File: config.mk
export PLATFORM = sky130hd
export DESIGN_NAME = alg1a_top
export DESIGN_NICKNAME = d
export VERILOG_FILES = /design/src/ccv_cfg_pkg.sv /design/src/alg1a_state_pkg.sv /design/src/alg1a_sequencer.sv /design/src/alg1a_set_walker.sv /design/src/alg1a_top.sv
export SDC_FILE = /design/constraint.sdc
export NUM_CORES = 1
export LEC_CHECK = 0
export ABC_CLOCK_PERIOD_IN_PS = 4650
export BUFFER_PORTS_ARGS = -buffer_cell sky130_fd_sc_hd__buf_2
export CORE_AREA = 2 2 145 147
export CTS_CLUSTER_DIAMETER = 40
export CTS_CLUSTER_SIZE = 28
export DETAILED_ROUTE_END_ITERATION = 8
export DIE_AREA = 0 0 147 149
export GPL_ROUTABILITY_DRIVEN = 0
export PLACE_DENSITY = 0.79
export SYNTH_ARGS = -nofsm -noshare
export SYNTH_HDL_FRONTEND = slang
export SYNTH_HIERARCHICAL = 1
export SYNTH_SLANG_ARGS = --single-unit
File: constraint.sdc
create_clock -name clk -period 4.65 [get_ports clk]
set_clock_uncertainty 0.05 [all_clocks]
set_input_delay 0 -clock clk [delete_from_list [all_inputs] [get_ports clk]]
set_output_delay 0 -clock clk [all_outputs]
set_load 0.01 [all_outputs]
File: src/ccv_cfg_pkg.sv
/* Widths, register types and algorithm encodings of the coherency test controller
   Referenced by scoped name from the RTL and from the testbench */
package ccv_cfg_pkg;

  // ========================================================================
  // Register field types
  // ========================================================================

  // Byte address at cache-line granularity as held in the base registers
  typedef logic [51:0] addr_t;

  // Data pattern word that the execute engine writes and verify checks
  typedef logic [31:0] pattern_t;

  // Raw set offset in cache lines before it is scaled to bytes
  typedef logic [31:0] set_offset_t;

  // Eight-bit count registers for address increments, sets and loops
  typedef logic [7:0] count_reg_t;

  // Left shift that turns the raw set offset into a byte offset of whole lines
  localparam int unsigned set_offset_shift = 6;

  // ========================================================================
  // Algorithm select
  // ========================================================================

  // Encodings as they appear in the algorithm register
  // Zero selects no algorithm and stops a running test
  typedef enum logic [2:0] {
    alg_none = 3'd0,
    alg_1a   = 3'd1,
    alg_1b   = 3'd2,
    alg_2    = 3'd4
  } alg_e;

endpackage

File: src/alg1a_state_pkg.sv
/* State encoding of the Algorithm 1a sequencer */
package alg1a_state_pkg;

  // ========================================================================
  // Sequencer states
  // ========================================================================

  // One pass of the algorithm goes init, execute, verify, check, set, loop
  // Disable_started drains a busy verify engine before the test ends
  typedef enum logic [3:0] {
    idle             = 4'd0,
    init             = 4'd1,
    execute_start    = 4'd2,
    execute_wait     = 4'd3,
    verify_start     = 4'd4,
    verify_wait      = 4'd5,
    check_if_error   = 4'd6,
    set_count_check  = 4'd7,
    loop_count_check = 4'd8,
    disable_started  = 4'd9,
    complete         = 4'd10
  } state_e;

endpackage

File: src/alg1a_sequencer.sv
/* Algorithm 1a sequencer that runs the execute and self-checking verify engines per set
   All engine and set walker controls are single-cycle pulses decoded from the state */
module alg1a_sequencer
(
  input  logic              clk,
  input  logic              reset_n,
  input  logic              enable_in,
  input  logic              force_disable_afu,
  input  ccv_cfg_pkg::alg_e algorithm,
  input  logic              execute_busy_flag,
  input  logic              execute_slverr_received,
  input  logic              sc_verify_busy_flag,
  input  logic              sc_verify_error_found_flag,
  input  logic              sc_verify_poison_received,
  input  logic              sc_verify_slverr_received,
  input  logic              last_set,
  input  logic              loops_done,
  output logic              enable_execute_flag,
  output logic              enable_sc_verify_flag,
  output logic              init_loop,
  output logic              increment_set,
  output logic              set_next_set,
  output logic              increment_loop,
  output logic              set_to_busy,
  output logic              set_to_not_busy,
  output logic              busy_flag
);

  alg1a_state_pkg::state_e state;
  alg1a_state_pkg::state_e next_state;

  // High while the algorithm register still asks for Algorithm 1a
  logic alg_1a_selected;
  // Any condition that ends the test after a verify pass
  logic test_failed;

  assign alg_1a_selected = (algorithm == ccv_cfg_pkg::alg_1a);

  // A mismatch counts the same as a bus error or poisoned data
  assign test_failed = sc_verify_poison_received | sc_verify_slverr_received |
                       execute_slverr_received | sc_verify_error_found_flag;

  // ========================================================================
  // State and busy registers
  // ========================================================================

  always_ff @(posedge clk)
  begin
    if (!reset_n)
      state <= alg1a_state_pkg::idle;
    // A forced disable still passes through complete so set_to_not_busy pulses
    else if (force_disable_afu)
      state <= alg1a_state_pkg::complete;
    else
      state <= next_state;
  end

  // Busy rises the cycle after set_to_busy and falls the cycle after set_to_not_busy
  always_ff @(posedge clk)
  begin
    if (!reset_n)
      busy_flag <= 1'b0;
    else if (force_disable_afu)
      busy_flag <= 1'b0;
    else if (set_to_busy)
      busy_flag <= 1'b1;
    else if (set_to_not_busy)
      busy_flag <= 1'b0;
  end

  // ========================================================================
  // Next state and pulse decode
  // ========================================================================

  always_comb
  begin
    next_state            = state;
    enable_execute_flag   = 1'b0;
    enable_sc_verify_flag = 1'b0;
    init_loop             = 1'b0;
    increment_set         = 1'b0;
    set_next_set          = 1'b0;
    increment_loop        = 1'b0;
    set_to_busy           = 1'b0;
    set_to_not_busy       = 1'b0;

    case (state)
      alg1a_state_pkg::idle:
      begin
        // The start strobe is taken in the same cycle it is seen
        if (enable_in)
        begin
          set_to_busy = 1'b1;
          next_state  = alg1a_state_pkg::init;
        end
      end

      alg1a_state_pkg::init:
      begin
        // Reload address and pattern from the bases at the top of each loop
        init_loop  = 1'b1;
        next_state = alg1a_state_pkg::execute_start;
      end

      alg1a_state_pkg::execute_start:
      begin
        enable_execute_flag = 1'b1;
        next_state          = alg1a_state_pkg::execute_wait;
      end

      alg1a_state_pkg::execute_wait:
      begin
        // The engine raised busy the cycle after the pulse, so low here means done
        if (!execute_busy_flag)
          next_state = alg1a_state_pkg::verify_start;
      end

      alg1a_state_pkg::verify_start:
      begin
        enable_sc_verify_flag = 1'b1;
        next_state            = alg1a_state_pkg::verify_wait;
      end

      alg1a_state_pkg::verify_wait:
      begin
        if (!alg_1a_selected)
          next_state = alg1a_state_pkg::disable_started;
        else if (!sc_verify_busy_flag)
          next_state = alg1a_state_pkg::check_if_error;
      end

      alg1a_state_pkg::check_if_error:
      begin
        if (!alg_1a_selected)
          next_state = alg1a_state_pkg::disable_started;
        else if (test_failed)
          next_state = alg1a_state_pkg::complete;
        else
        begin
          // Clean set so step the walker to the following one
          increment_set = 1'b1;
          next_state    = alg1a_state_pkg::set_count_check;
        end
      end

      alg1a_state_pkg::set_count_check:
      begin
        if (!alg_1a_selected)
          next_state = alg1a_state_pkg::disable_started;
        else if (last_set)
        begin
          increment_loop = 1'b1;
          next_state     = alg1a_state_pkg::loop_count_check;
        end
        else
        begin
          set_next_set = 1'b1;
          next_state   = alg1a_state_pkg::execute_start;
        end
      end

      alg1a_state_pkg::loop_count_check:
      begin
        // loops_done never rises for a loop count of zero, which loops forever
        if (algorithm == ccv_cfg_pkg::alg_none)
          next_state = alg1a_state_pkg::disable_started;
        else if (loops_done)
          next_state = alg1a_state_pkg::complete;
        else
          next_state = alg1a_state_pkg::init;
      end

      alg1a_state_pkg::disable_started:
      begin
        // Graceful stop waits for verify unless a mismatch is already known
        if (sc_verify_error_found_flag || !sc_verify_busy_flag)
          next_state = alg1a_state_pkg::complete;
      end

      alg1a_state_pkg::complete:
      begin
        set_to_not_busy = 1'b1;
        next_state      = alg1a_state_pkg::idle;
      end

      default:
      begin
        next_state = alg1a_state_pkg::idle;
      end
    endcase
  end

endmodule

File: src/alg1a_set_walker.sv
/* Set and loop counters with the current and next address and pattern of Algorithm 1a
   Driven by the sequencer pulses, each register updates on the edge after its pulse */
module alg1a_set_walker
#(
  parameter int unsigned set_count_width  = 5,
  parameter int unsigned loop_count_width = 10
)
(
  input  logic                          clk,
  input  logic                          reset_n,
  input  logic                          clear_loops,
  input  logic                          init_loop,
  input  logic                          increment_set,
  input  logic                          set_next_set,
  input  logic                          increment_loop,
  input  ccv_cfg_pkg::addr_t            base_start_address,
  input  ccv_cfg_pkg::pattern_t         base_pattern,
  input  ccv_cfg_pkg::set_offset_t      address_set_offset,
  input  ccv_cfg_pkg::count_reg_t       number_of_address_increments,
  input  ccv_cfg_pkg::count_reg_t       number_of_sets,
  input  ccv_cfg_pkg::count_reg_t       number_of_loops,
  input  logic                          pattern_parameter,
  output ccv_cfg_pkg::addr_t            current_x,
  output ccv_cfg_pkg::pattern_t         current_p,
  output logic [set_count_width-1:0]    set_count,
  output logic [loop_count_width-1:0]   loop_count,
  output logic                          last_set,
  output logic                          loops_done
);

  // Address and pattern of the set that follows the current one
  ccv_cfg_pkg::addr_t    next_x;
  ccv_cfg_pkg::pattern_t next_p;

  // Set offset scaled to bytes and the per-set pattern step
  ccv_cfg_pkg::addr_t    set_offset_bytes;
  ccv_cfg_pkg::pattern_t pattern_step;

  assign set_offset_bytes = {20'd0, address_set_offset} << ccv_cfg_pkg::set_offset_shift;

  // Each set moves the pattern past every word the previous set wrote
  assign pattern_step = 32'd1 + {24'd0, number_of_address_increments};

  // ========================================================================
  // Set and loop counters
  // ========================================================================

  // Only the low nibble of the sets register carries the set count
  assign last_set = (set_count >= set_count_width'(number_of_sets[3:0]));

  // A loop count of zero means run until disabled
  assign loops_done = (number_of_loops != 8'd0) &&
                      (loop_count >= loop_count_width'(number_of_loops));

  always_ff @(posedge clk)
  begin
    if (!reset_n)
      set_count <= '0;
    else if (init_loop)
      set_count <= '0;
    else if (increment_set)
      set_count <= set_count + set_count_width'(1);
  end

  // Cleared once per test, not per loop
  always_ff @(posedge clk)
  begin
    if (!reset_n)
      loop_count <= '0;
    else if (clear_loops)
      loop_count <= '0;
    else if (increment_loop)
      loop_count <= loop_count + loop_count_width'(1);
  end

  // ========================================================================
  // Address and pattern registers
  // ========================================================================

  // The next values run one set ahead and are copied over on set_next_set
  always_ff @(posedge clk)
  begin
    if (init_loop)
    begin
      next_x <= base_start_address;
      next_p <= base_pattern;
    end
    else if (increment_set)
    begin
      next_x <= next_x + set_offset_bytes;
      // Without pattern_parameter every set writes the same base pattern
      if (pattern_parameter)
        next_p <= next_p + pattern_step;
      else
        next_p <= base_pattern;
    end
  end

  // Values handed to the engines for the set being worked on
  always_ff @(posedge clk)
  begin
    if (init_loop)
    begin
      current_x <= base_start_address;
      current_p <= base_pattern;
    end
    else if (set_next_set)
    begin
      current_x <= next_x;
      current_p <= next_p;
    end
  end

endmodule

File: src/alg1a_top.sv
/* Top level of the Algorithm 1a test controller joining sequencer and set walker
   Sets the set and loop counter widths for the whole tree */
module alg1a_top
#(
  parameter int unsigned set_count_width  = 5,
  parameter int unsigned loop_count_width = 10
)
(
  input  logic                          clk,
  input  logic                          reset_n,
  input  logic                          enable_in,
  input  logic                          force_disable_afu,
  input  ccv_cfg_pkg::alg_e             algorithm,
  input  logic                          execute_busy_flag,
  input  logic                          execute_slverr_received,
  input  logic                          sc_verify_busy_flag,
  input  logic                          sc_verify_error_found_flag,
  input  logic                          sc_verify_poison_received,
  input  logic                          sc_verify_slverr_received,
  input  ccv_cfg_pkg::addr_t            base_start_address,
  input  ccv_cfg_pkg::pattern_t         base_pattern,
  input  ccv_cfg_pkg::set_offset_t      address_set_offset,
  input  ccv_cfg_pkg::count_reg_t       number_of_address_increments,
  input  ccv_cfg_pkg::count_reg_t       number_of_sets,
  input  ccv_cfg_pkg::count_reg_t       number_of_loops,
  input  logic                          pattern_parameter,
  output logic                          enable_execute_flag,
  output logic                          enable_sc_verify_flag,
  output ccv_cfg_pkg::addr_t            current_x,
  output ccv_cfg_pkg::pattern_t         current_p,
  output logic [set_count_width-1:0]    set_count,
  output logic [loop_count_width-1:0]   loop_count,
  output logic                          set_to_busy,
  output logic                          set_to_not_busy,
  output logic                          busy_flag
);

  // Step pulses from the sequencer
  logic init_loop;
  logic increment_set;
  logic set_next_set;
  logic increment_loop;
  // Levels returned by the set walker
  logic last_set;
  logic loops_done;

  // ========================================================================
  // Sequencer
  // ========================================================================

  alg1a_sequencer i_alg1a_sequencer (
    .clk                        (clk),
    .reset_n                    (reset_n),
    .enable_in                  (enable_in),
    .force_disable_afu          (force_disable_afu),
    .algorithm                  (algorithm),
    .execute_busy_flag          (execute_busy_flag),
    .execute_slverr_received    (execute_slverr_received),
    .sc_verify_busy_flag        (sc_verify_busy_flag),
    .sc_verify_error_found_flag (sc_verify_error_found_flag),
    .sc_verify_poison_received  (sc_verify_poison_received),
    .sc_verify_slverr_received  (sc_verify_slverr_received),
    .last_set                   (last_set),
    .loops_done                 (loops_done),
    .enable_execute_flag        (enable_execute_flag),
    .enable_sc_verify_flag      (enable_sc_verify_flag),
    .init_loop                  (init_loop),
    .increment_set              (increment_set),
    .set_next_set               (set_next_set),
    .increment_loop             (increment_loop),
    .set_to_busy                (set_to_busy),
    .set_to_not_busy            (set_to_not_busy),
    .busy_flag                  (busy_flag)
  );

  // ========================================================================
  // Set walker
  // ========================================================================

  // The loop counter clears on the same pulse that starts the test
  alg1a_set_walker #(
    .set_count_width  (set_count_width),
    .loop_count_width (loop_count_width)
  ) i_alg1a_set_walker (
    .clk                          (clk),
    .reset_n                      (reset_n),
    .clear_loops                  (set_to_busy),
    .init_loop                    (init_loop),
    .increment_set                (increment_set),
    .set_next_set                 (set_next_set),
    .increment_loop               (increment_loop),
    .base_start_address           (base_start_address),
    .base_pattern                 (base_pattern),
    .address_set_offset           (address_set_offset),
    .number_of_address_increments (number_of_address_increments),
    .number_of_sets               (number_of_sets),
    .number_of_loops              (number_of_loops),
    .pattern_parameter            (pattern_parameter),
    .current_x                    (current_x),
    .current_p                    (current_p),
    .set_count                    (set_count),
    .loop_count                   (loop_count),
    .last_set                     (last_set),
    .loops_done                   (loops_done)
  );

endmodule

; Word-level counts from Yosys, hierarchy flattened
; Index checks and enable logic that the tools add are counted.
[totals]
ff_bits = 188
output_inout_bits = 104
[op_classes]
magnitude_cmp = 2
mux = 39
reduce_logical = 14
bitwise = 4
addsub = 5
eq_ne = 19
[op_table]
columns = op, n
row1 = 52-bit two-way mux, 4
row2 = 32-bit two-way mux, 5
row3 = 52-bit by 38-bit adder with 52-bit output, 1
row4 = 4-bit two-way mux, 12
row5 = 4-bit case mux with 10 select lines, 1
row6 = 32-bit adder, 1
row7 = 1-bit two-way mux, 17
row8 = "4-bit by 3-bit equality test with 1-bit output, second input constant", 4
row9 = "4-bit equality test, second input constant", 3
row10 = "10-bit by 1-bit adder with 10-bit output, second input constant", 1
row11 = 10-bit by 8-bit >= comparator with 1-bit output, 1
row12 = "1-bit by 8-bit adder with 9-bit output, first input constant", 1
row13 = "3-bit inequality test, second input constant", 3
row14 = "4-bit by 2-bit equality test with 1-bit output, second input constant", 2
row15 = 4-bit AND reduction, 2
row16 = 8-bit nonzero test, 1
row17 = 2-bit nonzero test, 3
row18 = 2-bit OR reduction, 3
row19 = "5-bit by 1-bit adder with 5-bit output, second input constant", 1
row20 = 5-bit by 4-bit >= comparator with 1-bit output, 1
row21 = "4-bit by 1-bit equality test with 1-bit output, second input constant", 1
row22 = 4-bit logical NOT, 1
row23 = "2-bit inequality test, second input constant", 2
row24 = "4-bit inequality test, second input constant", 1
row25 = 9 further kinds, 11

; Depth between registers and ports, before layout
; Gate-level depths: netlist of the first run.
[logic_depth]
word_depth = 8
mapped_depth = 15
ltp_nobuf = 15

; Modules after synthesis
; Netlist of the first run, hierarchy kept.
[by_module_without_submodules]
columns = mod, cells_each, area_per_inst_um2, n_inst
row1 = alg1a_set_walker, 991, 10426.2, 1
row2 = alg1a_sequencer, 77, 568.0, 1

; Least setup slack after synthesis of the first run
; No wires, ideal clock.
[synth_timing]
kind = flip-flop to flip-flop
from = register i_alg1a_sequencer.state[3]
to = register i_alg1a_set_walker.current_p[0], enable pin
path_slack_ns = 1.335
t_arrival_ns = 2.859
synth_period_minus_slack_ns = 3.315
t_required_ns = 4.194
stages_incl_launch_ff = 8
path_cell_list = dfxtp_1 > buf_2 > nand2b_1 > nor3_1 > clkbuf_1 > clkbuf_1 > clkbuf_1 > or2_2
[synth_between]
elab_chain_len = 3
word_cells_on_any_way = 5
[synth_lines]
columns = element, line
row1 = "start, declared", alg1a_sequencer.sv:29  ; alg1a_state_pkg::state_e state;
row2 = "start signal, assigned", alg1a_sequencer.sv:50  ; state <= alg1a_state_pkg::idle;
row3 = "start signal, assigned", alg1a_sequencer.sv:53  ; state <= alg1a_state_pkg::complete;
row4 = "start signal, assigned", alg1a_sequencer.sv:55  ; state <= next_state;
row5 = 4-bit by 1-bit equality test with 1-bit output, alg1a_sequencer.sv:87  ; case (state)
row6 = 1-bit two-way mux, alg1a_sequencer.sv:87
row7 = named net init_loop, alg1a_top.sv:39  ; logic init_loop;
row8 = 2-bit nonzero test (no source line), -
row9 = "end signal, assigned", alg1a_set_walker.sv:105  ; current_p <= base_pattern;
row10 = "end signal, assigned", alg1a_set_walker.sv:110  ; current_p <= next_p;
row11 = "end, declared", alg1a_set_walker.sv:24  ; output ccv_cfg_pkg::pattern_t current_p,
; The timed path passes the listed nets, and every way through them passes these cells.
; A chain may end at the register's enable or synchronous reset.

; Worst setup path in the final report of the first run
[layout_timing]
from = register i_alg1a_set_walker.next_p[0]
to = register i_alg1a_set_walker.next_p[30] (data pin)
[layout_between]
elab_chain_len = 4
[layout_lines]
columns = element, line
row1 = "start, declared", alg1a_set_walker.sv:33  ; ccv_cfg_pkg::pattern_t next_p;
row2 = "start signal, assigned", alg1a_set_walker.sv:86  ; next_p <= base_pattern;
row3 = "start signal, assigned", alg1a_set_walker.sv:93  ; next_p <= next_p + pattern_step;
row4 = "start signal, assigned", alg1a_set_walker.sv:95  ; next_p <= base_pattern;
row5 = 32-bit adder, alg1a_set_walker.sv:93
row6 = 32-bit two-way mux, alg1a_set_walker.sv:92  ; if (pattern_parameter)
row7 = 32-bit two-way mux, alg1a_set_walker.sv:88  ; else if (increment_set)
row8 = 32-bit two-way mux, alg1a_set_walker.sv:83  ; if (init_loop)
; Every way passes these cells. The select of a mux whose other input is x is not followed.

==> results of run 1 <==
==> flip-flops by register name, indices dropped and copies added (netlist names) <==
| register | flops |
|---|---|
| i_alg1a_sequencer/busy_flag | 1 |
| i_alg1a_sequencer/state | 4 |
| i_alg1a_set_walker/current_p | 32 |
| i_alg1a_set_walker/current_x | 52 |
| i_alg1a_set_walker/loop_count | 10 |
| i_alg1a_set_walker/next_p | 32 |
| i_alg1a_set_walker/next_x | 52 |
| i_alg1a_set_walker/set_count | 5 |
==> cells by family after synthesis <==
logic type,share of synthesized area
xor+xnor,0.0629
simple gates,0.138
compound gates,0.152
mux,0.0444
flops,0.495
fa+ha+maj,0.0651
buf+inv,0.0422
==> power by group through the flow <==
stage / combinational, mW / sequential, mW / clock [mW]
global placement: 0.724 / 2.05 / 0
global route: 0.909 / 2.03 / 1.56
floorplan: 0.501 / 2.06 / 0
finish: 0.821 / 2.02 / 1.45
detailed placement: 0.744 / 2.05 / 0
CTS: 0.812 / 2.02 / 1.49
==> cell type report <==
| cell class | count | share of cell area |
|---|---|---|
| Sequential cell | 188 | 0.388 |
| Inverter | 77 | 0.0206 |
| Multi-Input combinational cell | 760 | 0.363 |
| Antenna cell | 3 | 0.000535 |
| Tap cell | 275 | 0.0245 |
| Clock buffer | 17 | 0.0303 |
| Timing Repair Buffer | 352 | 0.160 |
| Clock inverter | 15 | 0.0118 |
==> synthesized netlist by cell type, types with 7 or more instances <==
cell type  number
edfxtp_1      168
o21ai_0       134
nand2_1       126
inv_1          77
ha_1           54
a21oi_1        47
xnor2_1        46
nor2_1         42
mux2_2         38
xor2_1         33
clkbuf_1       30
a21o_1         22
nand3_1        21
dfxtp_1        20
and3_1         14
nand2b_1       14
nand4_1        14
nor3_1         14
and2_1         13
nor4_1         12
nor2b_1        10
o21bai_1       10
a211oi_1        7
buf_1           7
or3_1           7
==> metrics by stage <==
| stage | area, um2 | hold slack [ns] |
|---|---|---|
| 2_1_floorplan | 11000 | 0.0836 |
| 3_3_place_gp | 12500 | 0.236 |
| 3_5_place_dp | 12500 | 0.244 |
| 4_1_cts | 14000 | 0.0357 |
| 5_1_grt | 14000 | 0.0543 |
| 6_report | 14000 | 0.0444 |
==> final timing paths <==
check / from / to / slack (ns) / depth (start not counted)
max: i_alg1a_set_walker/next_p[0]$_DFFE_PN_ / i_alg1a_set_walker/next_p[30]$_DFFE_PN_ / 1.17 / 12
min: number_of_address_increments[0] / i_alg1a_set_walker/next_p[0]$_DFFE_PN_ / 0.04 / 4
max reg2reg: i_alg1a_set_walker/next_p[0]$_DFFE_PN_ / i_alg1a_set_walker/next_p[30]$_DFFE_PN_ / 1.17 / 12
min reg2reg: i_alg1a_set_walker/next_x[2]$_DFFE_PP_ / i_alg1a_set_walker/current_x[2]$_DFFE_PP_ / 0.50 / 1
==> placed cells by master, fill, tap and decap left out, drive strengths merged, types with 10 or more instances in the layout <==
cell	n
buf	261
edfxtp	168
o21ai	140
nand2	126
dlygate4sd3	91
inv	85
ha	54
a21oi	51
xnor2	46
nor2	42
mux2	38
xor2	33
a21o	22
nand3	22
dfxtp	20
clkbuf	17
and3	14
nand4	14
nand2b	14
nor3	14
nor4	14
and2	13
nor2b	10
o21bai	10
==> worst min-delay path: cells and delay by family <==
family,cells,cell delay [ns]
AO/OA/AOI/OAI,1,0.07
adder cells (fa/ha/maj),1,0.12
buffers and inverters,2,0.16
==> metal layers <==
| layer | GRT usage | up-vias |
|---|---|---|
| li1 | - | 4541 |
| met1 | 0.310 | 4349 |
| met3 | 0.0532 | 40 |
| met2 | 0.433 | 343 |
| met5 | 0 | - |
| met4 | 0.0615 | 0 |
==> qor.yml, run 1 <==
antenna_left: 0
postRouteWirelength_um: 27100
core_um2: 20600
drive_gt1_frac: 0.251
min_path_type: "primary input to flip-flop"
fin_tns_setup_ns: 0
drt-initial-drc-count: 550
switching_power_mw: 1.23
power.density_nw_per_um2: 306
rsz0062_at_grt: "no"
clock-root-buffer: "clkbuf_16"
worstPathArrival_ns: 3.57
cp-end-kind: "flip-flop"
die_area_um2: 21900
route.detailed.drc: 0
grt_usage: 0.246
dp.cells: 1561
dp_hpwl_um: 18300
power_leakage_nw: 5.71
fin_crit_ns: 3.48
highest_layer: "met4"
cts_resized: 0
ys_seq_area_frac: 0.495
yosys_warnings: 6
max-vdd-ir-drop_uv: 239
drv_slew: 0
cts.path.max_buffers: 2
synth_nets: 1278
hold_buffers: 91
worst_pin_slew_ns: 1.07
die_w_um: 147
synthDistinctLibCells: 71
synth.area.top_cells: "edfxtp_1 46%, ha_1 6.1%, o21ai_0 6.1%"
power_mw: 4.29
max_freq_mhz: 287
synth_seq_cells: 188
max_stage_delay_ns: 0.66
critPathRequiredTime_ns: 4.74
syn_area_um2: 11000
critical_path.startpoint_type: "flip-flop"
fill_cells: 1558
setup_viol: 0
start_util: 0.535
route.met2.wl_um: 13400
combPwrFrac: 0.191
fp.dieH_um: 149
outcome: "completed"
crit_top_cell: "o21ai_0"
hold_viol: 0
synthArstFlopShare: 0
synth_cells: 1068
grt_pass1_vias: 8985
synth.avg_cell_area_um2: 10.3
portBuffers: 253
wl_met1_um: 11600
clkTransAtPathRegs_ns: 0.08
cts_tree: "built"
cts-htree-levels: 4
power.internal_mw: 3.07
cts_buffers: 17
switching_share: 0.286
antenna_found_initial: 2
fin_crit_sh: 0.748
area_growth_pct: 27.6
grt_max_degree: 122
synth_area_leader_cell: "edfxtp_1"
vias: 9273
yosys_most_used_dff: "edfxtp_1"
critical_path.top_delay_family: "simple AND/OR/NAND/NOR gates"
path_max_fanout: 6
netlist.area_leader.share: 0.459
rows: 53
path_buf_inv: 1
post-place-ws_ns: 1.17
cp_slowest_cell: "nor3b_1"
instances_no_fill: 1687
clk_latency_ns: 0.43
setup_ws_ns: 1.17
seqPwrFrac: 0.470
max_slew_margin: 0.289
utilization: 0.682
grt_pass1_wl_um: 43300
ios: 258
postCtsSetupBuffers: 0
grt.overflow.total: 0
worstSetupPathType: "flip-flop to flip-flop"
dr_wl_met3_um: 1690
drv_cap: 0
clock-sinks: 188
regArea_um2: 5450
drt_first_pass_iters: 5
path_cells: "inv_1 -> ha_1 -> fa_1 -> nor2b_1 -> o21ai_0 -> a21oi_1 -> o21ai_0 -> a22oi_1 -> nor3b_1 -> and3_1 -> xnor2_1 -> o21ai_0"
post_drt_wl_per_cell_um: 16.1
clkPwrFrac: 0.338
multi_input_area_um2: 5100
final_nets: 1606
vias_per_cell: 5.50
synth_edf_count: 168
Power figures use the tool's default switching activity.
==> inputs of run 2 (changes only) <==
Settings changed: ABC_CLOCK_PERIOD_IN_PS 4650 to 3600.
Clock period 4.65 ns to 3.6 ns, I/O delays scaled along.
==> qor.yml, run 2 (synthesis gave the netlist of run 1 again) <==
final_nets: 1608  # +0.12%
fin_tns_setup_ns: 0  # unchanged
grt.overflow.total: 0  # unchanged
utilization: 0.684  # +0.00152
rows: 53  # unchanged
whs_ns: 0.0633  # +0.0189 ns
dp.cells: 1563  # +0.13%
instances_no_fill: 1688  # +0.059%
min_path_type: "primary input to flip-flop"
clock-sinks: 188  # unchanged
worstPathArrival_ns: 3.51  # -0.06 ns
place_area_um2: 12600  # +0.32%
max_stage_delay_ns: 0.57  # -0.09 ns
critical_path.top_delay_family: "compound AO/OA/AOI/OAI gates"
grt_usage: 0.247  # +0.00166
portBuffers: 253  # unchanged
drt_first_pass_iters: 5  # unchanged
drv_cap: 0  # unchanged
dp_hpwl_um: 18700  # +2.5%
postCtsSetupBuffers: 0  # unchanged
clkTransAtPathRegs_ns: 0.08  # about the same
area_growth_pct: 27.8
clock-root-buffer: "clkbuf_16"
rsz0062_at_grt: "no"
critical_path.startpoint_type: "flip-flop"
die_w_um: 147  # unchanged
core_um2: 20600  # unchanged
die_area_um2: 21900  # unchanged
path_buf_inv: 2  # +1
post_drt_wl_per_cell_um: 16.3  # +1.1%
grt_pass1_wl_um: 43500  # +0.46%
grt_pass1_vias: 9097  # +1.2%
cts_buffers: 17  # unchanged
setup_viol: 0  # unchanged
drive_gt1_frac: 0.253  # +0.00177
worst_pin_slew_ns: 0.697  # -0.370 ns
drv_slew: 0  # unchanged
setup_ws_ns: 0.344  # -0.826 ns
cts.path.max_buffers: 2  # unchanged
fill_cells: 1556  # -0.13%
grt_max_degree: 136  # +11%
postLayoutCellArea_um2: 14100  # +0.22%
crit_top_cell: "a21oi_1"
max_slew_margin: 0.536  # +0.247
power_leakage_nw: 5.72  # +0.19%
critPathRequiredTime_ns: 3.85  # -0.89 ns
path_cells: "inv_1 -> ha_1 -> nand2b_1 -> a21oi_1 -> nor2b_1 -> o21ai_0 -> nand2b_1 -> a21oi_1 -> nor2b_1 -> o21ai_0 -> a21oi_1 -> o31ai_1 -> nor2_1 -> a211o_1 -> o221a_1 -> dlygate4sd3_1"
layout_common_cells: "253 x buf_2, 168 x edfxtp_1, 134 x o21ai_0"
power_mw: 5.52  # +29%
vias_per_cell: 5.51  # +0.33%
cts-htree-levels: 4  # unchanged
regArea_um2: 5450  # unchanged
post-place-ws_ns: 0.354  # -0.812 ns
multi_input_area_um2: 5100  # about the same
outcome: "completed"
fp.dieH_um: 149  # unchanged
power.density_nw_per_um2: 393  # +28%
postRouteWirelength_um: 27500  # +1.2%
path_max_fanout: 5  # -1
vias: 9309  # +0.39%
fin_crit_ns: 3.26  # -0.224 ns
fin_crit_sh: 0.905  # +0.156
start_util: 0.535  # unchanged
clk_latency_ns: 0.42  # about the same
antenna_left: 0  # unchanged
drt-initial-drc-count: 638  # +16%
ios: 258  # unchanged
worstSetupPathType: "flip-flop to flip-flop"
max-vdd-ir-drop_uv: 309  # +29%
layout_commonest_cell: "buf_2"
reg_top3: "i_alg1a_set_walker/current_x: 52 flops, i_alg1a_set_walker/next_x: 52 flops"
cp-end-kind: "flip-flop"
cts_tree: "built"
cp_slowest_cell: "dlygate4sd3_1"
antenna_found_initial: 2  # unchanged
max_freq_mhz: 307  # +6.9%
hold_viol: 0  # unchanged
route.detailed.drc: 0  # unchanged
[run 2: worst min-delay path, stage by stage]
cell	delay, ns
buf_2	0.10
inv_1	0.05
ha_1	0.13
o21ai_0	0.09
[run 2: area by class of cell]
cell class | instances | share of cell area
sequential | 188 | 0.387
multi-input combinational | 760 | 0.363
timing repair buffer | 354 | 0.163
clock buffer | 17 | 0.0303
tap | 275 | 0.0245
inverter | 77 | 0.0206
clock inverter | 15 | 0.0109
antenna | 2 | 0.000356
[run 2: repair_timing]
item	CTS	global route
gates resized for setup	0	1
hold buffers	91	0
setup endpoints to repair	0	1
endpoints found under the hold margin	177	0
[run 2: report_power, final]
part	switching [mW]	internal, mW	leakage, nW
clock	0.919	0.926	0.280
sequential	0.0618	2.55	1.69
combinational	0.591	0.479	3.75
[run 2: path summary, 6_finish.rpt]
check / start / to / slack [ns] / depth (start not counted)
worst max-delay path: i_alg1a_set_walker/loop_count[0]$_SDFFE_PP0P_ / i_alg1a_sequencer/state[1]$_SDFFE_PN0P_ / 0.34 / 16
worst min-delay path: number_of_address_increments[0] / i_alg1a_set_walker/next_p[0]$_DFFE_PN_ / 0.06 / 4
worst max register to register: i_alg1a_set_walker/loop_count[0]$_SDFFE_PP0P_ / i_alg1a_sequencer/state[1]$_SDFFE_PN0P_ / 0.34 / 16
worst min register to register: i_alg1a_set_walker/loop_count[5]$_SDFFE_PP0P_ / i_alg1a_set_walker/loop_count[5]$_SDFFE_PP0P_ / 0.50 / 2
[run 2: per-layer routing]
metal | wire length [um] | global-route usage | vias up
met1 | 11500 | 0.312 | 4388
li1 | - | - | 4531
met2 | 13700 | 0.430 | 348
met3 | 1670 | 0.0425 | 42
met4 | 583 | 0.0923 | 0
met5 | 0 | 0 | -
